## src/logic/iob_pkg.sv

```systemverilog
`default_nettype none

// Native IOb bus widths and the layout of the register bank behind it

package iob_pkg;

   localparam int IOB_ADDR_W = 8;      // Byte address
   localparam int IOB_DATA_W = 32;
   localparam int IOB_STRB_W = IOB_DATA_W / 8;

   typedef logic [IOB_ADDR_W-1:0] iob_addr_t;
   typedef logic [IOB_DATA_W-1:0] iob_data_t;
   typedef logic [IOB_STRB_W-1:0] iob_strb_t;   // All zero on a read

   // Register bank geometry
   localparam int REG_NUM   = 16;
   localparam int REG_IDX_W = 4;       // Word index, address bits 5 to 2

   typedef logic [REG_IDX_W-1:0] reg_idx_t;

   // Word 0 carries the wait-state count
   localparam reg_idx_t WAIT_REG = 4'd0;
   localparam int       WAIT_W   = 4;  // Low bits of word 0

   typedef logic [WAIT_W-1:0] wait_cnt_t;

endpackage

`default_nettype wire

```

## src/logic/apb_pkg.sv

```systemverilog
`default_nettype none

// Widths and vector types seen on the APB slave port

package apb_pkg;

   // Byte address, enough for the whole register window
   localparam int APB_ADDR_W = 8;

   localparam int APB_DATA_W = 32;      // One word per transfer
   localparam int APB_STRB_W = APB_DATA_W / 8;   // Byte lanes

   // Address as driven by the APB master
   typedef logic [APB_ADDR_W-1:0] apb_addr_t;

   // Write and read data
   typedef logic [APB_DATA_W-1:0] apb_data_t;

   typedef logic [APB_STRB_W-1:0] apb_strb_t;   // Per lane write enables

endpackage

`default_nettype wire
```

## src/logic/apb_iob_top.sv

```systemverilog
`timescale 1ns/1ps
`default_nettype none

// APB peripheral: bridge in front of the register bank

module apb_iob_top (
   input  wire                clk_i,
   input  wire                rst_n_i,

   input  wire                apb_sel_i,
   input  wire                apb_enable_i,
   input  wire                apb_write_i,
   input  wire apb_pkg::apb_addr_t apb_addr_i,
   input  wire apb_pkg::apb_data_t apb_wdata_i,
   input  wire apb_pkg::apb_strb_t apb_wstrb_i,
   output logic               apb_ready_o,
   output apb_pkg::apb_data_t apb_rdata_o
);

   // Internal IOb bus
   logic               iob_valid;
   iob_pkg::iob_addr_t iob_addr;
   iob_pkg::iob_data_t iob_wdata;
   iob_pkg::iob_strb_t iob_wstrb;
   logic               iob_ready;
   logic               iob_rvalid;
   iob_pkg::iob_data_t iob_rdata;

   apb2iob i_apb2iob (
      .clk_i        (clk_i),
      .rst_n_i      (rst_n_i),
      .apb_sel_i    (apb_sel_i),
      .apb_enable_i (apb_enable_i),
      .apb_write_i  (apb_write_i),
      .apb_addr_i   (apb_addr_i),
      .apb_wdata_i  (apb_wdata_i),
      .apb_wstrb_i  (apb_wstrb_i),
      .apb_ready_o  (apb_ready_o),
      .apb_rdata_o  (apb_rdata_o),
      .iob_valid_o  (iob_valid),
      .iob_addr_o   (iob_addr),
      .iob_wdata_o  (iob_wdata),
      .iob_wstrb_o  (iob_wstrb),
      .iob_ready_i  (iob_ready),
      .iob_rvalid_i (iob_rvalid),
      .iob_rdata_i  (iob_rdata)
   );

   iob_regfile i_iob_regfile (
      .clk_i        (clk_i),
      .rst_n_i      (rst_n_i),
      .iob_valid_i  (iob_valid),
      .iob_addr_i   (iob_addr),
      .iob_wdata_i  (iob_wdata),
      .iob_wstrb_i  (iob_wstrb),
      .iob_ready_o  (iob_ready),
      .iob_rvalid_o (iob_rvalid),
      .iob_rdata_o  (iob_rdata)
   );

endmodule

`default_nettype wire

```

## src/logic/iob_regfile.sv

```systemverilog
`timescale 1ns/1ps
`default_nettype none

// IOb slave with sixteen 32-bit words
// Word 0 low bits set how many cycles ready is held back

module iob_regfile (
   input  wire                clk_i,
   input  wire                rst_n_i,

   input  wire                iob_valid_i,
   input  wire iob_pkg::iob_addr_t iob_addr_i,
   input  wire iob_pkg::iob_data_t iob_wdata_i,
   input  wire iob_pkg::iob_strb_t iob_wstrb_i,
   output logic               iob_ready_o,
   output logic               iob_rvalid_o,
   output iob_pkg::iob_data_t iob_rdata_o
);

   iob_pkg::iob_data_t regs_q [iob_pkg::REG_NUM];

   iob_pkg::reg_idx_t  reg_idx;
   logic               in_range;
   iob_pkg::wait_cnt_t wait_cfg;
   iob_pkg::wait_cnt_t wait_cnt_q;   // Cycles left before ready
   logic               pending_q;    // Valid seen, not yet accepted
   logic               new_req;
   logic               accept;
   logic               wr_accept;
   logic               rd_accept;

   assign reg_idx  = iob_addr_i[iob_pkg::REG_IDX_W+1:2];
   // Bits above the word index must be clear
   assign in_range = ~|iob_addr_i[iob_pkg::IOB_ADDR_W-1:iob_pkg::REG_IDX_W+2];
   assign wait_cfg = regs_q[iob_pkg::WAIT_REG][iob_pkg::WAIT_W-1:0];

   assign new_req   = iob_valid_i & ~pending_q;
   assign accept    = iob_valid_i & iob_ready_o;
   assign wr_accept = accept & (|iob_wstrb_i);
   assign rd_accept = accept & ~(|iob_wstrb_i);

   // A zero wait field answers in the first valid cycle
   always_comb begin
      if (!iob_valid_i) begin
         iob_ready_o = 1'b0;
      end else if (new_req) begin
         iob_ready_o = (wait_cfg == '0);
      end else begin
         iob_ready_o = (wait_cnt_q == '0);
      end
   end

   always_ff @(posedge clk_i) begin
      if (!rst_n_i) begin
         pending_q  <= 1'b0;
         wait_cnt_q <= '0;
      end else begin
         pending_q <= iob_valid_i & ~iob_ready_o;
         if (new_req && wait_cfg != '0) begin
            wait_cnt_q <= wait_cfg - iob_pkg::wait_cnt_t'(1);   // First stall cycle already spent
         end else if (pending_q && iob_valid_i && wait_cnt_q != '0) begin
            wait_cnt_q <= wait_cnt_q - iob_pkg::wait_cnt_t'(1);
         end
      end
   end

   // Byte lane writes that skip out of range addresses
   always_ff @(posedge clk_i) begin
      if (!rst_n_i) begin
         for (int i = 0; i < iob_pkg::REG_NUM; i++) begin
            regs_q[i] <= '0;
         end
      end else if (wr_accept && in_range) begin
         for (int b = 0; b < iob_pkg::IOB_STRB_W; b++) begin
            if (iob_wstrb_i[b]) begin
               regs_q[reg_idx][8*b +: 8] <= iob_wdata_i[8*b +: 8];
            end
         end
      end
   end

   always_ff @(posedge clk_i) begin
      if (!rst_n_i) begin
         iob_rvalid_o <= 1'b0;
      end else begin
         iob_rvalid_o <= rd_accept;   // One cycle after the read accept
      end
   end

   always_ff @(posedge clk_i) begin
      if (rd_accept) begin
         iob_rdata_o <= in_range ? regs_q[reg_idx] : '0;
      end
   end

   // Read data strobe lasts a single cycle per read
   a_rvalid_pulse: assert property (@(posedge clk_i) disable iff (!rst_n_i)
      iob_rvalid_o |=> !iob_rvalid_o)
      else $error("IOb rvalid high for more than one cycle");

endmodule

`default_nettype wire

```

## src/logic/apb2iob.sv

```systemverilog
`timescale 1ns/1ps
`default_nettype none

// APB slave port driving an IOb master interface
// One transfer in flight at a time and ready answered with a one-cycle pulse

module apb2iob (
   input  wire                clk_i,
   input  wire                rst_n_i,

   // APB slave side
   input  wire                apb_sel_i,
   input  wire                apb_enable_i,
   input  wire                apb_write_i,
   input  wire apb_pkg::apb_addr_t apb_addr_i,
   input  wire apb_pkg::apb_data_t apb_wdata_i,
   input  wire apb_pkg::apb_strb_t apb_wstrb_i,
   output logic               apb_ready_o,
   output apb_pkg::apb_data_t apb_rdata_o,

   // IOb master side
   output logic               iob_valid_o,
   output iob_pkg::iob_addr_t iob_addr_o,
   output iob_pkg::iob_data_t iob_wdata_o,
   output iob_pkg::iob_strb_t iob_wstrb_o,
   input  wire                iob_ready_i,
   input  wire                iob_rvalid_i,
   input  wire iob_pkg::iob_data_t iob_rdata_i
);

   typedef enum logic [1:0] {
      IDLE,     // Waiting for sel and enable
      ACCESS,   // Valid held until ready
      RDATA,    // Read accepted, waiting for rvalid
      RESPOND   // Ready pulse towards APB
   } state_t;

   state_t state_q;
   state_t state_nxt;

   // Request fields come straight from the APB bus as the master holds them
   assign iob_valid_o = (state_q == ACCESS);
   assign iob_addr_o  = iob_pkg::iob_addr_t'(apb_addr_i);
   assign iob_wdata_o = iob_pkg::iob_data_t'(apb_wdata_i);
   assign iob_wstrb_o = apb_write_i ? iob_pkg::iob_strb_t'(apb_wstrb_i) : '0;   // Zero means read

   always_comb begin
      state_nxt = state_q;
      case (state_q)
         IDLE: begin
            if (apb_sel_i && apb_enable_i) begin
               state_nxt = ACCESS;
            end
         end
         ACCESS: begin
            if (iob_ready_i) begin
               // Writes have no rvalid, so answer right away
               state_nxt = apb_write_i ? RESPOND : RDATA;
            end
         end
         RDATA: begin
            if (iob_rvalid_i) begin
               state_nxt = RESPOND;
            end
         end
         default: begin   // RESPOND
            state_nxt = IDLE;
         end
      endcase
   end

   always_ff @(posedge clk_i) begin
      if (!rst_n_i) begin
         state_q <= IDLE;
      end else begin
         state_q <= state_nxt;
      end
   end

   // Ready lines up with the RESPOND state
   always_ff @(posedge clk_i) begin
      if (!rst_n_i) begin
         apb_ready_o <= 1'b0;
      end else begin
         apb_ready_o <= (state_nxt == RESPOND);
      end
   end

   // Read data held for the APB master until the next read
   always_ff @(posedge clk_i) begin
      if (!rst_n_i) begin
         apb_rdata_o <= '0;
      end else if (state_q == RDATA && iob_rvalid_i) begin
         apb_rdata_o <= apb_pkg::apb_data_t'(iob_rdata_i);
      end
   end

   // Request must not change or vanish while the bank stalls
   a_valid_hold: assert property (@(posedge clk_i) disable iff (!rst_n_i)
      iob_valid_o && !iob_ready_i |=> iob_valid_o && $stable(iob_addr_o))
      else $error("IOb valid or address changed before ready");

   // Ready only answers an access phase the master still holds
   a_ready_in_access: assert property (@(posedge clk_i) disable iff (!rst_n_i)
      apb_ready_o |-> apb_sel_i && apb_enable_i)
      else $error("APB ready outside a selected access phase");

endmodule

`default_nettype wire

```

## config.mk

```make
export PLATFORM = sky130hd
export DESIGN_NAME = apb_iob_top
export DESIGN_NICKNAME = d
export VERILOG_FILES = /design/src/logic/iob_pkg.sv /design/src/logic/apb_pkg.sv /design/src/logic/apb_iob_top.sv /design/src/logic/iob_regfile.sv /design/src/logic/apb2iob.sv
export SDC_FILE = /design/constraint.sdc
export NUM_CORES = 1
export LEC_CHECK = 0
export ABC_AREA = 1
export BUFFER_PORTS_ARGS = -buffer_cell sky130_fd_sc_hd__buf_4
export CORE_AREA = 2 2 165 288
export CTS_CLUSTER_DIAMETER = 150
export DETAILED_ROUTE_END_ITERATION = 12
export DIE_AREA = 0 0 167 290
export PLACE_DENSITY = 0.79
export SLEW_MARGIN = 20
export SYNTH_ARGS = -nofsm -noshare
export SYNTH_HDL_FRONTEND = slang
export SYNTH_SLANG_ARGS = --single-unit
```

## constraint.sdc

```tcl
create_clock -name clk_i -period 2.6 [get_ports clk_i]
set_input_delay 0.65 -clock clk_i [delete_from_list [all_inputs] [get_ports clk_i]]
set_output_delay 0.65 -clock clk_i [all_outputs]
set_load 0.03 [all_outputs]
```

# [Word-level counts from Yosys, hierarchy flattened]
# Memory sizes are Yosys's and may differ from the RTL's. A register that Yosys moved wholly into a read port is not among the register bits.
# Index checks and enable logic that the tools add are counted.
[totals] regBits=41 latchBits=0 ramBits=512 romBits=0 inputBits=49 out_inout_bits=33 mem_count=1
[classes] add_sub_neg=2 n_mul=0 n_div=0 magnitude_cmp=0 n_eq_ne=3 shifts=0 muxes=30 bitwise=8 reduce_logical=16
[mem_list] name="i_iob_regfile.regs_q" words=16 word_bits=32 rd=2 rd_clocked_by_memory_dff=1 wr=16 line="iob_regfile.sv:20" rtl="iob_pkg::iob_data_t regs_q [iob_pkg::REG_NUM];"
[op_table] op="two-way mux 32 bit" count=1
[op_table] op="OR reduction 32 bit" count=1
[op_table] op="two-way mux 1 bit" count=20
[op_table] op="two-way mux 4 bit" count=5
[op_table] op="zero test 4 bit" count=2
[op_table] op="nonzero test 4 bit" count=2
[op_table] op="subtractor 4 x 1 -> 4 bit (second input constant)" count=2
[op_table] op="logical AND 1 bit" count=6
[op_table] op="two-way mux 2 bit" count=3
[op_table] op="case mux 2 bit (3 select lines)" count=1
[op_table] op="bitwise AND 1 bit" count=5
[op_table] op="equality test 2 bit (second input constant)" count=2
[op_table] op="OR reduction 4 bit" count=1
[op_table] op="inverter 1 bit" count=3
[op_table] op="equality test 2 x 1 -> 1 bit (second input constant)" count=1
[op_table] op="zero test 2 bit" count=1
[op_table] op="nonzero test 2 bit" count=1
[op_table] op="OR reduction 2 bit" count=1
[op_table] op="zero test 1 bit" count=1

# [Depth between registers and ports, before layout]
# Gate-level depths: netlist of the first run.
[logic_depth] ltp_word=12 ltp_mapped=10 ltp_nobuf=10

# [By module]
# From an unflattened synthesis of the first run, not the netlist that was laid out.
[unflattened] hier_cells=2576 hier_area_um2=27249.9
[modules_own_cells] mod="iob_regfile" instances=1 cells_each=2361 area_each_um2=25338.1 seq_area_each_um2=16455.8
[modules_own_cells] mod="apb2iob" instances=1 cells_each=215 area_each_um2=1911.8 seq_area_each_um2=700.7

# [Worst setup path before layout of the first run]
# Ideal clock, no wire load.
[synth_path] path_type="input port to flip-flop" from="in apb_wstrb_i[3]" to="reg i_iob_regfile.iob_rdata_o[0] (read register of i_iob_regfile.regs_q) (enable)" arrival_time_ns=2.261 required_ns=2.179 path_slack_ns=-0.082 path_stages=3 cell_sequence="nand2_1 nand4_1 nor2_1"
[synth_between] elab_chain_cells=4
[synth_lines] item="start: declaration" line="apb_iob_top.sv:15" rtl="input wire apb_pkg::apb_strb_t apb_wstrb_i,"
[synth_lines] item="two-way mux 4 bit" line="apb2iob.sv:45" rtl="assign iob_wstrb_o = apb_write_i ? iob_pkg::iob_strb_t'(apb_wstrb_i) : '0;"
[synth_lines] item="OR reduction 4 bit" line="iob_regfile.sv:40" rtl="assign rd_accept = accept & ~(|iob_wstrb_i);"
[synth_lines] item="inverter 1 bit" line="iob_regfile.sv:40"
[synth_lines] item="bitwise AND 1 bit" line="iob_regfile.sv:40"
[synth_lines] item="net i_iob_regfile.rd_accept" line="iob_regfile.sv:30" rtl="logic rd_accept;"
[synth_lines] item="end: declaration" line="iob_regfile.sv:17" rtl="output iob_pkg::iob_data_t iob_rdata_o"
# The timed path passes the listed nets, and every way through them passes these cells.
# A chain may end at the register's enable or synchronous reset.

==> results.txt, run 1 <==
----------------------------------------------------
[CTS]
  CTS H-Tree Depth ... 2
  Worst-skew pair later-pin latency ... 0.60 ns
  Num CTS Buffers ... 49
  Post-CTS setup-driven buffer insertion count ... 0
  Sink Count ... 585
  Root buf cell ... clkbuf_16
  Hold buffer count at cts ... 0
  Clock-pin slew on the worst setup and hold paths ... 0.06 ns
  Largest buffer count on any clock path ... 3
  Clock tree from TritonCTS ... yes
  Post-cts sizing count ... 0

[STA]
  Achievable Freq ... 415 MHz
  Worst slew margin ... 0.474
  Setup TNS after final layout ... 0 ns
  Total of endpoints with negative setup slack in the final report ... 0
  Tcrit/Tclk final ... 0.928
  Pins Over Slew Limit ... 0
  Unrepaired setup endpoints after global routing ... no
  Shortest clock period the worst path allows after layout ... 2.41 ns
  Smallest hold slack ... 0.445 ns
  Slew of the pin with the lowest slew margin ... 0.789 ns
  Hold Vio Cnt, Final ... 0
  Clock tree skew after final layout ... 0.0227 ns
  Crit path setup slack, layout ... 0.188 ns

[GRT]
  Global-route wire length before repair ... 98600 µm
  Initial antenna violation count ... 0
  Congestion Overflow GR ... 0
  Vias in the first global route ... 18.4k
  Total GRT Usage ... 0.263
  Maximum number of pins on one net before global-route repair ... 102

[Power]
  Static Leakage ... 11.5 nW
  Total power of the final layout ... 0.0194 W
  Pwr Density ... 666 nW/µm²
  Worst IR drop on VDD ... 0.000551 V

[Layout]
  FILL cells ... 3258
  Fraction of final layout cells with drive strength greater than 1 ... 0.163
  Most common cell after layout, fill and taps aside ... nor2_1
  Number of nets in the layout ... 2419
  Relative area change from synthesis to final layout ... 14.2%
  Layout Cell Area excl Fill ... 29100 µm²
  Diode count ... 0
  Highest-count cells in the layout ignoring fill and taps ... 582 x nor2_1, 544 x edfxtp_1, 407 x nand2_1

[Critical path]
  Data arrival at the endpoint of the critical path ... 2.70 ns
  Critical setup path kind ... reg -> reg
  Endpoint type of the worst setup path ... register
  Critical-path cell list ... inv_1, nand2_1, nor2_1, nand2_2, nand3_4, nor2_8, buf_12, buf_4, nand3_4, nand2_1, buf_4
  Critical path buffers and inverters ... 4
  Path length in cells of the critical path ... 11
  Delay-heaviest family, CP ... simple AND/OR/NAND/NOR gates
  Critical path launch point type ... register
  Highest-delay cell along the critical path ... dfxtp_1
  CP Data Required Time ... 2.89 ns
  Worst reg2reg path depth ... 11
  Terminus of the critical flop-to-flop path ... i_iob_regfile.regs_q[11][12]
  Largest fanout on the critical path ... 15
  Crit-path max cell delay ... 0.43 ns
  FF-to-FF setup slack ... 0.19 ns
  Reg-to-reg critical path startpoint ... i_apb2iob.state_q[1]

[Min path]
  Worst Hold Class ... reg -> reg
  Startpoint of the lowest-slack hold path ... i_apb2iob.apb_rdata_o[0]
  Capture endpoint of the worst hold path ... i_apb2iob.apb_rdata_o[0]
  Hold Crit Depth ... 2

[Floorplan]
  Number of I/O pins ... 82
  Die ar. ... 48400 µm²
  Vert. Die Dim ... 290 µm
  Initial standard-cell utilization of the core ... 0.555
  Number of placement rows ... 104
  Area of the core ... 45900 µm²
  Chip Width ... 167 µm

[Run]
  Max-cap violations ... 0

[Synth]
  Syn nets ... 2283
  Synth warn ... 0
  Sequential-to-total area share from yosys stat ... 0.673
  Ys async rst share ... 0
  Syn Std Cell Area ... 25500 µm²
  Synthesized area per cell ... 11.4 µm²
  Netlist cell types ... 27
  #FFs+latches synth ... 585
  Gate count after technology mapping ... 2233
  Post-synth EDFFs ... 544
  Primary flip-flop cell chosen by synthesis mapping ... edfxtp_1

[Place]
  Post-placement setup slack ... -0.127 ns
  Global placement routability congestion ... 0.921
  IO Port Bufs ... 79
  Placed cell area ... 27500 µm²
  DP HPWL ... 43500 µm

[Drt]
  Total via count in the routed design ... 17.9k
  Post-detailed-routing wire length ... 64600 µm
  Drt first pass iters ... 9
  Number of nets still failing antenna checks after routing ... 0
  Ratio of routed vias to standard cells ... 5.97
  Initial DRC Count ... 1830
  Number of remaining DRC errors ... 0
  Post-detailed-route wirelength per cell ... 21.6 µm

[Outcome]
  Run status ... complete, no violations

----------------------------------------------------
cells in the mapped netlist, types with 6 or more instances:
cell type / number / share of area
nand3_1: 6 / 0.0012
buf_12: 6 / 0.0047
inv_1: 81 / 0.012
o21ai_0: 36 / 0.0071
nand2_1: 407 / 0.060
a21oi_1: 36 / 0.0071
nor2_2: 22 / 0.0054
clkbuf_1: 106 / 0.016
buf_1: 8 / 0.0012
buf_2: 9 / 0.0018
inv_2: 9 / 0.0013
dfxtp_1: 41 / 0.032
nand3_4: 61 / 0.042
nor2_1: 587 / 0.086
a22oi_1: 256 / 0.075
edfxtp_1: 544 / 0.64
worst max-delay path by stage:
stage | start | end | slack [ns]
2_1_floorplan | apb_addr_i[2] | i_iob_regfile.regs_q[8][24] | 0.25
3_3_place_gp | apb_addr_i[3] | i_iob_regfile.regs_q[2][23] | -0.08
3_5_place_dp | apb_addr_i[3] | i_iob_regfile.regs_q[2][14] | -0.13
4_1_cts | i_apb2iob.state_q[1] | i_iob_regfile.regs_q[11][10] | 0.20
5_1_grt | i_apb2iob.state_q[1] | i_iob_regfile.regs_q[8][10] | 0.05
6_report | i_apb2iob.state_q[1] | i_iob_regfile.regs_q[11][12] | 0.19
state kept, by name, indices dropped and copies added (netlist names):
register                    count
i_iob_regfile.regs_q          512
i_apb2iob.apb_rdata_o          32
i_iob_regfile.iob_rdata_o      32
i_iob_regfile.wait_cnt_q        4
i_apb2iob.state_q               2
i_apb2iob.apb_ready_o           1
i_iob_regfile.iob_rvalid_o      1
i_iob_regfile.pending_q         1
worst reg2reg max path: stages (launching register included):
cell and delay (ns):
dfxtp_1 0.43, inv_1 0.08, nand2_1 0.12, nor2_1 0.10
nand2_2 0.16, nand3_4 0.16, nor2_8 0.21, buf_12 0.22
buf_4 0.21, nand3_4 0.14, nand2_1 0.11, buf_4 0.19
through the flow:
stage | util | cells
4_1_cts | 0.634 | 2989
6_report | 0.634 | 2989
5_1_grt | 0.634 | 2989
3_5_place_dp | 0.599 | 2901
3_3_place_gp | 0.599 | 2901
2_1_floorplan | - | 2233
layout make-up:
class	instances	area, µm²	area share
clock buffer	54	1270	0.0435
tap	583	729	0.0251
timing repair buffer	216	1870	0.0643
inverter	90	339	0.0116
clock inverter	34	313	0.0107
sequential	585	17200	0.589
multi-input combinational	1427	7430	0.255
kinds of logic (layout without fill, tap and decap cells):
| kind of cell | Yosys count | count (layout) | share of synthesized area |
|---|---|---|---|
| xor+xnor | 1 | 1 | 0.000344 |
| buf+inv | 221 | 394 | 0.0371 |
| fa+ha+maj | 1 | 1 | 0.000491 |
| flops | 585 | 585 | 0.673 |
| simple gates | 1096 | 1096 | 0.199 |
| compound gates | 329 | 329 | 0.0898 |
metal layers:
layer	GRT usage	share of wire	up-vias
met2	0.487	0.53	932
li1	-	-	8038
met4	0.172	0.070	0
met3	0.0326	0.071	219
met1	0.278	0.33	8662
met5	0	0	-
where the power goes:
| group | switching [W] | internal (W) | leakage [nW] |
|---|---|---|---|
| clock network | 0.00335 | 0.00402 | 0.775 |
| logic | 0.000992 | 0.000386 | 4.79 |
| registers | 0.000101 | 0.0105 | 5.92 |
Note: power is estimated with default switching activity, not from simulation.
==> run 2: changes to the inputs <==
CORE_AREA = 2 2 170 297   (was 2 2 165 288)
DIE_AREA = 0 0 172 299   (was 0 0 167 290)
SYNTH_HIERARCHICAL = 1   (was unset)
==> results.txt, run 2 <==
----------------------------------------------------
[Layout]
  Leading registers by flop count ... i_iob_regfile/regs_q: 512 flops, i_apb2iob/apb_rdata_o: 32 flops, i_iob_regfile/iob_rdata_o: 32 flops
  Diode count ... 0
  Number of nets in the layout ... 2685
  Highest-count cells in the layout ignoring fill and taps ... 702 x nand2_1, 544 x edfxtp_1, 537 x nor2_1
  Fraction of final layout cells with drive strength greater than 1 ... 0.177
  FILL cells ... 3642
  Most common cell after layout, fill and taps aside ... nand2_1
  End-of-flow core utilization ... 0.622
  Relative area change from synthesis to final layout ... 12.3%
  Register with the most flip-flops ... i_iob_regfile/regs_q
  Max reg flops ... 512

[Floorplan]
  Number of placement rows ... 108
  Vert. Die Dim ... 299 µm
  Area of the core ... 49200 µm²
  Initial standard-cell utilization of the core ... 0.554
  Die ar. ... 51400 µm²
  Number of I/O pins ... 82
  Chip Width ... 172 µm

[STA]
  Clock tree skew after final layout ... 0.0200 ns
  Unrepaired setup endpoints after global routing ... no
  Total of endpoints with negative setup slack in the final report ... 0
  Setup TNS after final layout ... 0 ns
  Pins Over Slew Limit ... 0
  Worst slew margin ... 0.430
  Hold Vio Cnt, Final ... 0
  Achievable Freq ... 410 MHz
  Tcrit/Tclk final ... 0.937
  Shortest clock period the worst path allows after layout ... 2.44 ns
  Slew of the pin with the lowest slew margin ... 0.854 ns

[Power]
  Static Leakage ... 12.3 nW
  Pwr Density ... 661 nW/µm²
  Switching share of power ... 0.227
  Cell-internal power ... 0.0156 W
  Logic gate share of total power ... 0.077
  Worst IR drop on VDD ... 0.000450 V
  Clock power frac ... 0.396
  Switching power ... 0.00460 W
  Flop pwr share ... 0.526

[CTS]
  Root buf cell ... clkbuf_16
  CTS H-Tree Depth ... 2
  Post-CTS setup-driven buffer insertion count ... 0
  Post-cts sizing count ... 0
  Clock-pin slew on the worst setup and hold paths ... 0.07 ns
  Num CTS Buffers ... 49
  Sink Count ... 585
  Largest buffer count on any clock path ... 3
  Worst-skew pair later-pin latency ... 0.59 ns
  Clock tree from TritonCTS ... yes
  Hold buffer count at cts ... 0

[Drt]
  Post-detailed-route wirelength per cell ... 20.8 µm
  Number of remaining DRC errors ... 0
  Ratio of routed vias to standard cells ... 5.85
  Drt first pass iters ... 6
  Post-detailed-routing wire length ... 69300 µm
  Initial DRC Count ... 2125
  Total via count in the routed design ... 19.5k
  Number of nets still failing antenna checks after routing ... 0

[Critical path]
  Data arrival at the endpoint of the critical path ... 2.67 ns
  FF-to-FF setup slack ... 0.16 ns
  Critical path launch point type ... register
  Endpoint type of the worst setup path ... register
  Critical setup path kind ... reg -> reg
  Reg-to-reg critical path startpoint ... i_apb2iob/state_q[0]
  Largest fanout on the critical path ... 18
  Worst reg2reg path depth ... 10
  Terminus of the critical flop-to-flop path ... i_iob_regfile/regs_q[1][13]
  CP Data Required Time ... 2.83 ns

[Place]
  Global placement routability congestion ... 0.923
  DP HPWL ... 46900 µm
  IO Port Bufs ... 79

[GRT]
  Layer carrying the most global-route usage ... met2
  Congestion Overflow GR ... 0
  Global-route wire length before repair ... 107000 µm
  Met3 track demand over resource ... 0.0334
  GR met1 Demand/Resource ... 0.300
  Met2 Track Usage GR ... 0.492
  Initial antenna violation count ... 1
  Vias in the first global route ... 20.1k
  Total GRT Usage ... 0.274
  Maximum number of pins on one net before global-route repair ... 66

[Min path]
  Capture endpoint of the worst hold path ... i_iob_regfile/wait_cnt_q[3]
  Startpoint of the lowest-slack hold path ... rst_n_i
  Hold Crit Depth ... 3
  Worst Hold Class ... in -> reg

[Run]
  Max-cap violations ... 0

[Outcome]
  Run status ... complete, no violations

[Synth]
  Syn Std Cell Area ... 27200 µm²
  Synth warn ... 6
  Syn nets ... 2624
  Synthesized area per cell ... 10.6 µm²
  Gate count after technology mapping ... 2574

----------------------------------------------------
run 2: layer usage:
layer / vias to the layer above / wire length, µm
met3: 302 / 5390
met4: 2 / 4800
li1: 8845 / -
met1: 9300 / 22600
met5: - / 13
met2: 1077 / 36500
run 2: worst max-delay path, stage by stage, from the launching register on:
cell and delay (ns):
dfxtp_1 0.39, inv_2 0.06, nor2_1 0.20, inv_2 0.10, o21ai_1 0.16, nand2_2 0.08
nor2_4 0.15, buf_12 0.28, buf_4 0.21, nand4_4 0.08, nand2_1 0.37
run 2: layout make-up:
cell class | count | area, µm² | share of cell area
clock buffers | 55 | 1290 | 0.0422
well taps | 660 | 826 | 0.0270
repair buffers | 210 | 1910 | 0.0626
multi-input cells | 1723 | 8680 | 0.284
clock inverters | 37 | 472 | 0.0154
inverters | 66 | 249 | 0.00814
flip-flops and latches | 585 | 17200 | 0.561
run 2: worst max path at each step:
stage	startpoint	endpoint	slack (ns)
after floorplan	apb_addr_i[7]	i_iob_regfile/regs_q[9][0]	0.21
after global placement	apb_addr_i[3]	i_iob_regfile/iob_rdata_o[7]	0.11
after detailed placement	apb_addr_i[3]	i_iob_regfile/regs_q[6][15]	0.05
after CTS	i_apb2iob/state_q[0]	i_iob_regfile/regs_q[1][13]	0.18
after global routing	i_apb2iob/state_q[0]	i_iob_regfile/regs_q[2][13]	0.08
final	i_apb2iob/state_q[0]	i_iob_regfile/regs_q[1][13]	0.16
run 2: metrics by stage:
step	total power, W	std cells	setup slack (ns)	hold slack [ns]	instance area [µm²]
final	0.0202	3336	0.163	0.392	30600
after global routing	0.0207	3336	0.0805	0.393	30600
after CTS	0.0203	3336	0.182	0.374	30600
after detailed placement	0.0124	3244	0.0498	0.460	28800
after global placement	0.0123	3244	0.109	0.458	28800
after floorplan	0.0119	2574	0.214	0.460	27200
run 2: power groups by stage:
| stage | logic [W] | registers, W | clock network [W] |
|---|---|---|---|
| after floorplan | 0.00105 | 0.0108 | 0 |
| after global placement | 0.00149 | 0.0108 | 0 |
| after detailed placement | 0.00153 | 0.0108 | 0 |
| after CTS | 0.00154 | 0.0106 | 0.00808 |
| after global routing | 0.00167 | 0.0107 | 0.00842 |
| final | 0.00157 | 0.0106 | 0.00802 |
